**src/logic/media_pkg.sv**
```systemverilog
package media_pkg;

	localparam int word_width = 128;
	localparam int instr_width = 25;
	localparam int reg_addr_width = 5;
	localparam int reg_count = 32;
	localparam int imm_width = 16;
	localparam int lane_sel_width = 3;

	typedef logic [word_width-1:0] word_t;
	typedef logic [instr_width-1:0] instr_t;
	typedef logic [reg_addr_width-1:0] reg_addr_t;
	typedef logic [imm_width-1:0] imm_t;
	typedef logic [lane_sel_width-1:0] lane_sel_t;

	// instruction field positions (lsb of each field)
	localparam int rd_lsb = 0;
	localparam int rs1_lsb = 5;
	localparam int rs2_lsb = 10;
	localparam int rs3_lsb = 15;
	localparam int r4_op_lsb = 20;
	localparam int r4_op_width = 3;
	localparam int r3_op_lsb = 15;
	localparam int r3_op_width = 4;
	localparam int imm_lsb = 5;
	localparam int lane_lsb = 21;
	// bit 24 alone for load-immediate, bits 24..23 for R4/R3
	localparam int fmt_bit = 24;

	typedef enum logic [3:0] {
		op_load_imm,
		op_mac_low,
		op_mac_high,
		op_msub_low,
		op_msub_high,
		op_nop,
		op_add_word,
		op_absdiff_byte,
		op_sat_add_half,
		op_and,
		op_or,
		op_max_word,
		op_popcount_word,
		op_rotate_word,
		op_sat_sub_half,
		op_sub_word
	} alu_op_e;

	// R3 format, opcode 0
	localparam instr_t nop_instr = {2'b11, {(instr_width-2){1'b0}}};

endpackage

```
**src/logic/fetch_stage.sv**
```systemverilog
`timescale 1ns/1ps

module fetch_stage
	import media_pkg::*;
#(
	parameter int prog_depth = 64
) (
	input logic clk,
	input logic reset,
	input instr_t program_mem [prog_depth],
	output logic [$clog2(prog_depth)-1:0] pc,
	output instr_t instruction
);

	localparam int pc_width = $clog2(prog_depth);

	always_ff @(posedge clk) begin
		if (reset) begin
			pc <= '0;
			instruction <= nop_instr;
		end else begin
			instruction <= program_mem[pc];
			// wrap at the last program word
			if (pc == pc_width'(prog_depth - 1)) begin
				pc <= '0;
			end else begin
				pc <= pc + 1'b1;
			end
		end
	end

endmodule

```
**config.mk**
```make
export PLATFORM = sky130hd
export DESIGN_NAME = fetch_stage
export DESIGN_NICKNAME = d
export VERILOG_FILES = /design/src/logic/media_pkg.sv /design/src/logic/fetch_stage.sv
export SDC_FILE = /design/constraint.sdc
export NUM_CORES = 1
export LEC_CHECK = 0
export BUFFER_PORTS_ARGS = -buffer_cell sky130_fd_sc_hd__buf_2
export CAP_MARGIN = 20
export CORE_AREA = 5 5 626 628
export DETAILED_ROUTE_END_ITERATION = 6
export DIE_AREA = 0 0 631 633
export PLACE_DENSITY_LB_ADDON = 0.12
export REMOVE_ABC_BUFFERS = 1
export SYNTH_ARGS = -nofsm -noshare
export SYNTH_HDL_FRONTEND = slang
export SYNTH_SLANG_ARGS = --single-unit
```
**constraint.sdc**
```tcl
create_clock -name clk -period 2.2 [get_ports clk]
set_input_delay 0.22 -clock clk [delete_from_list [all_inputs] [get_ports clk]]
set_output_delay 0.22 -clock clk [all_outputs]
set_load 0.05 [all_outputs]
```
==> results by group <==
Global route
  • Initial antenna violation count: between 200 and 300
  • Overall Global Routing Usage: a little under an eighth
  • Vias in the first global route: 22800
  • Wire length of the first global-routing pass: approximately 290 mm
  • Gr ovfl total: 0
  • Largest net degree at the start of global routing: 44

Timing
  • Layout Skew: between 0.02 and 0.025 ns
  • Final setup fails: 25
  • Worst Max-Slew Pin Slew: 0.918 ns
  • Setup TNS: -6.22 ns
  • Min Tclk post-route: between 2 and 3 ns
  • Remaining max-slew budget at the tightest pin: 38.5%
  • Max Freq: 392 MHz
  • Final cycle utilization of the critical path: 116%
  • Final hold vios: 0
  • RSZ-0062 raised after global routing: true
  • Setup WS post-layout: -0.354 ns
  • Max-slew violations: 0

Outcome
  • Failing checks: negative setup slack
  • Status: complete, but fails checks

Floorplanning
  • Core ar.: around 380000 sq um
  • Number of cell rows: about 230
  • Die Area: roughly 400000 sq um
  • Die Y: roughly 630 microns
  • Die Width: between 600 and 700 microns
  • Starting Density: roughly 3.6%
  • # IOs: 1633

Clock network
  • TritonCTS clock tree: done
  • Worst-Skew Late Latency: around 0.4 ns
  • Inserted Clock Buffers: 5
  • Clock slew at reported path FFs: about 0.12 ns
  • Root Buffer: clkbuf_16
  • Clock tree buffer depth: 2
  • # clock sinks: 31
  • CTS Hold Buffers Added: 0
  • H-tree depth: 2

Critical path
  • Worst Setup Start Kind: flop
  • Worst EP arrival: ~2.8 ns
  • CP Cell Sequence: buf_4 > buf_12 > buf_16 > buf_4 > mux4_2 > mux4_2 > a221o_1
  • WP data required: between 2 and 2.5 ns
  • Crit Path Class: reg -> reg
  • Crit end category: flop
  • Slowest CP cell: mux4_2
  • CP Max Fanout: 8
  • Crit path largest cell delay: 0.60 ns

Detailed routing
  • Starting DRT DRC Count: ~1200
  • DRC viols: 0
  • Total wire length: about 250 mm
  • Via count: roughly 21000
  • Drt pass-1 iters: 5
  • Post-DR wirelength/cell: between 30 and 40 microns
  • Drt via density: ~2.6
  • Final ANT Viol Nets: 0

Synthesis
  • Synth Instances: around 1000
  • Avg Synthesized Cell Area: between 10 and 15 sq um
  • Register area share after synthesis: between 4 and 5%
  • FF+latch count, synth: 31
  • Synth Cell Area: around 14000 sq um
  • Post-synth ARST share: 0%
  • Number of flops mapped to enable cells by yosys: 0
  • Netlist cell types: 49
  • Synth Flop Type: dfxtp_1
  • Synth Warn #: 0

Final layout
  • Share of cells above drive strength 1: 90.5%
  • Fin area: 34400 sq um
  • Final nets: between 4000 and 5000
  • Area delta synth->final: 149%
  • Post-Layout Cell Count: between 8000 and 9000
  • Post-layout util: about 8.9%

Hold path
  • Hold WC Path Type: in -> reg

Pwr
  • Switching share of power: 44.9%
  • Power Density: between 200 and 300 nW/um^2
  • Internal power: roughly 5600 uW
  • Power share of the sequential group: 6.7%
  • Power share of the combinational group: between 80% and 90%
  • Clock Power Share: between 10% and 20%
  • Switching pwr: around 4600 uW
  • Pleak: between 0.01 and 0.015 uW
  • Worst VDD drop: 0.320 mV

Place
  • GPL Wtd Cong: just under 0.9
  • Port Buf Inserts: 1632
  • DP Wirelength: roughly 220 mm
  • Placed cell area: 30800 sq um
  • Placed Cells incl. Taps: a little under 8000
  • Place WS: -0.871 ns

Job
  • Max cap viols: 0
-- metal layers --
metal  track usage, %  vias up  share of wire, %
li1                 -     8680                 -
met3             3.72      423               7.5
met4             1.01      124               1.4
met1             13.2    10900                38
met5                0        -              0.33
met2             21.8     1245                53
-- state kept, by name, indices dropped and copies added (netlist names) --
| register | count |
|---|---|
| pc | 6 |
| instruction | 25 |
-- kinds of logic (layout without fill, tap and decap cells) --
| family | count (synthesis) | after routing | share of synthesized area, % |
|---|---|---|---|
| other cells | 0 | 52 | 0 |
| flops | 31 | 31 | 4.50 |
| mux | 517 | 517 | 73.5 |
| fa+ha+maj | 1 | 1 | 0.0907 |
| buf+inv | 148 | 2092 | 6.39 |
| simple gates | 137 | 137 | 4.85 |
| compound gates | 198 | 198 | 10.4 |
| xor+xnor | 4 | 4 | 0.254 |
-- cell usage in the layout, fill, tap and decap left out, types with 11 or more instances in the layout --
| cell | count |
|---|---|
| dfxtp_1 | 26 |
| nor2_2 | 13 |
| a22oi_1 | 26 |
| nor2b_1 | 21 |
| buf_8 | 11 |
| a21oi_2 | 11 |
| diode_2 | 52 |
| a211oi_1 | 17 |
| mux2i_2 | 22 |
| nor2_4 | 12 |
| buf_4 | 280 |
| buf_12 | 72 |
| mux2i_4 | 14 |
| nand2_1 | 24 |
| nor2_1 | 23 |
| clkbuf_16 | 12 |
| mux4_2 | 395 |
| buf_16 | 30 |
| a21oi_1 | 17 |
| buf_2 | 1631 |
| buf_6 | 44 |
| a22oi_2 | 41 |
| mux2i_1 | 70 |
-- power groups by stage --
| stage | Sequential, uW | Combinational (uW) | Clock, uW |
|---|---|---|---|
| 2_1_floorplan | 1360 | 3720 | 0 |
| 3_3_place_gp | 709 | 7310 | 0 |
| 3_5_place_dp | 706 | 7290 | 0 |
| 4_1_cts | 686 | 8080 | 1360 |
| 5_1_grt | 685 | 8810 | 1340 |
| 6_report | 676 | 8260 | 1220 |
-- Yosys cell counts (2+ instances only) --
cell type | instances | share of area (%)
o21ai_0 | 3 | 0.11
a21boi_0 | 2 | 0.11
o22ai_1 | 9 | 0.41
nor2_1 | 46 | 1.3
buf_8 | 2 | 0.22
nor2b_1 | 28 | 1.3
nand3_1 | 10 | 0.36
o31ai_1 | 8 | 0.44
a221oi_1 | 8 | 0.51
buf_2 | 36 | 1.3
nand2_1 | 25 | 0.68
mux2_2 | 16 | 1.3
a311o_1 | 2 | 0.15
dfxtp_1 | 31 | 4.5
nor4_1 | 8 | 0.36
a32oi_1 | 2 | 0.13
a22o_1 | 5 | 0.32
buf_6 | 20 | 1.6
nand2b_1 | 8 | 0.36
a211oi_1 | 31 | 1.7
o32ai_1 | 8 | 0.51
buf_1 | 15 | 0.41
and2_1 | 4 | 0.18
buf_4 | 29 | 1.6
o2111ai_1 | 2 | 0.13
nor2_2 | 2 | 0.091
o221ai_1 | 4 | 0.25
o21ai_1 | 7 | 0.25
inv_1 | 4 | 0.11
a21oi_1 | 31 | 1.1
mux2i_1 | 106 | 7.7
a22oi_1 | 67 | 3.6
a2111oi_0 | 3 | 0.19
o2bb2ai_1 | 2 | 0.13
clkbuf_1 | 42 | 1.1
mux4_2 | 395 | 64
xnor2_1 | 3 | 0.19
-- final timing paths --
kind	from	endpoint	slack (ns)	cells past startpoint
worst min register to register	pc[5]	pc[5]	0.86	4
worst max-delay path	pc[1]	instruction[23]	-0.35	7
worst max register to register	pc[1]	instruction[23]	-0.35	7
worst min-delay path	reset	instruction[24]	0.49	3
-- critical path: cells and delay by family, from the launching register on --
family,cells,cell delay [ns]
buffers and inverters,4,0.55
flip-flops,1,0.38
multiplexers,2,1.16
AO/OA/AOI/OAI,1,0.32
-- layout make-up --
class,count,area (sq um)
multi-input combinational,857,13500
fill,44800,350000
tap,5060,6330
clock inverter,2,35.0
sequential,31,639
timing repair buffer,2080,13500
antenna,52,130
inverter,4,20.0
clock buffer,6,139
-- timing repair --
action | CTS | global route
setup buffers | 56 | 63
resized for setup | 243 | 127
cloned | 13 | 7
pin swaps | 32 | 49
setup endpoints to repair | 28 | 25
-- per-stage QoR --
step / power [uW] / hold WS (ns)
after floorplan: 5080 / 0.292
after global placement: 8020 / 0.714
after detailed placement: 7990 / 0.710
after CTS: 10100 / 0.474
after global routing: 10800 / 0.469
final: 10200 / 0.487
(Power assumes the default switching activity.)
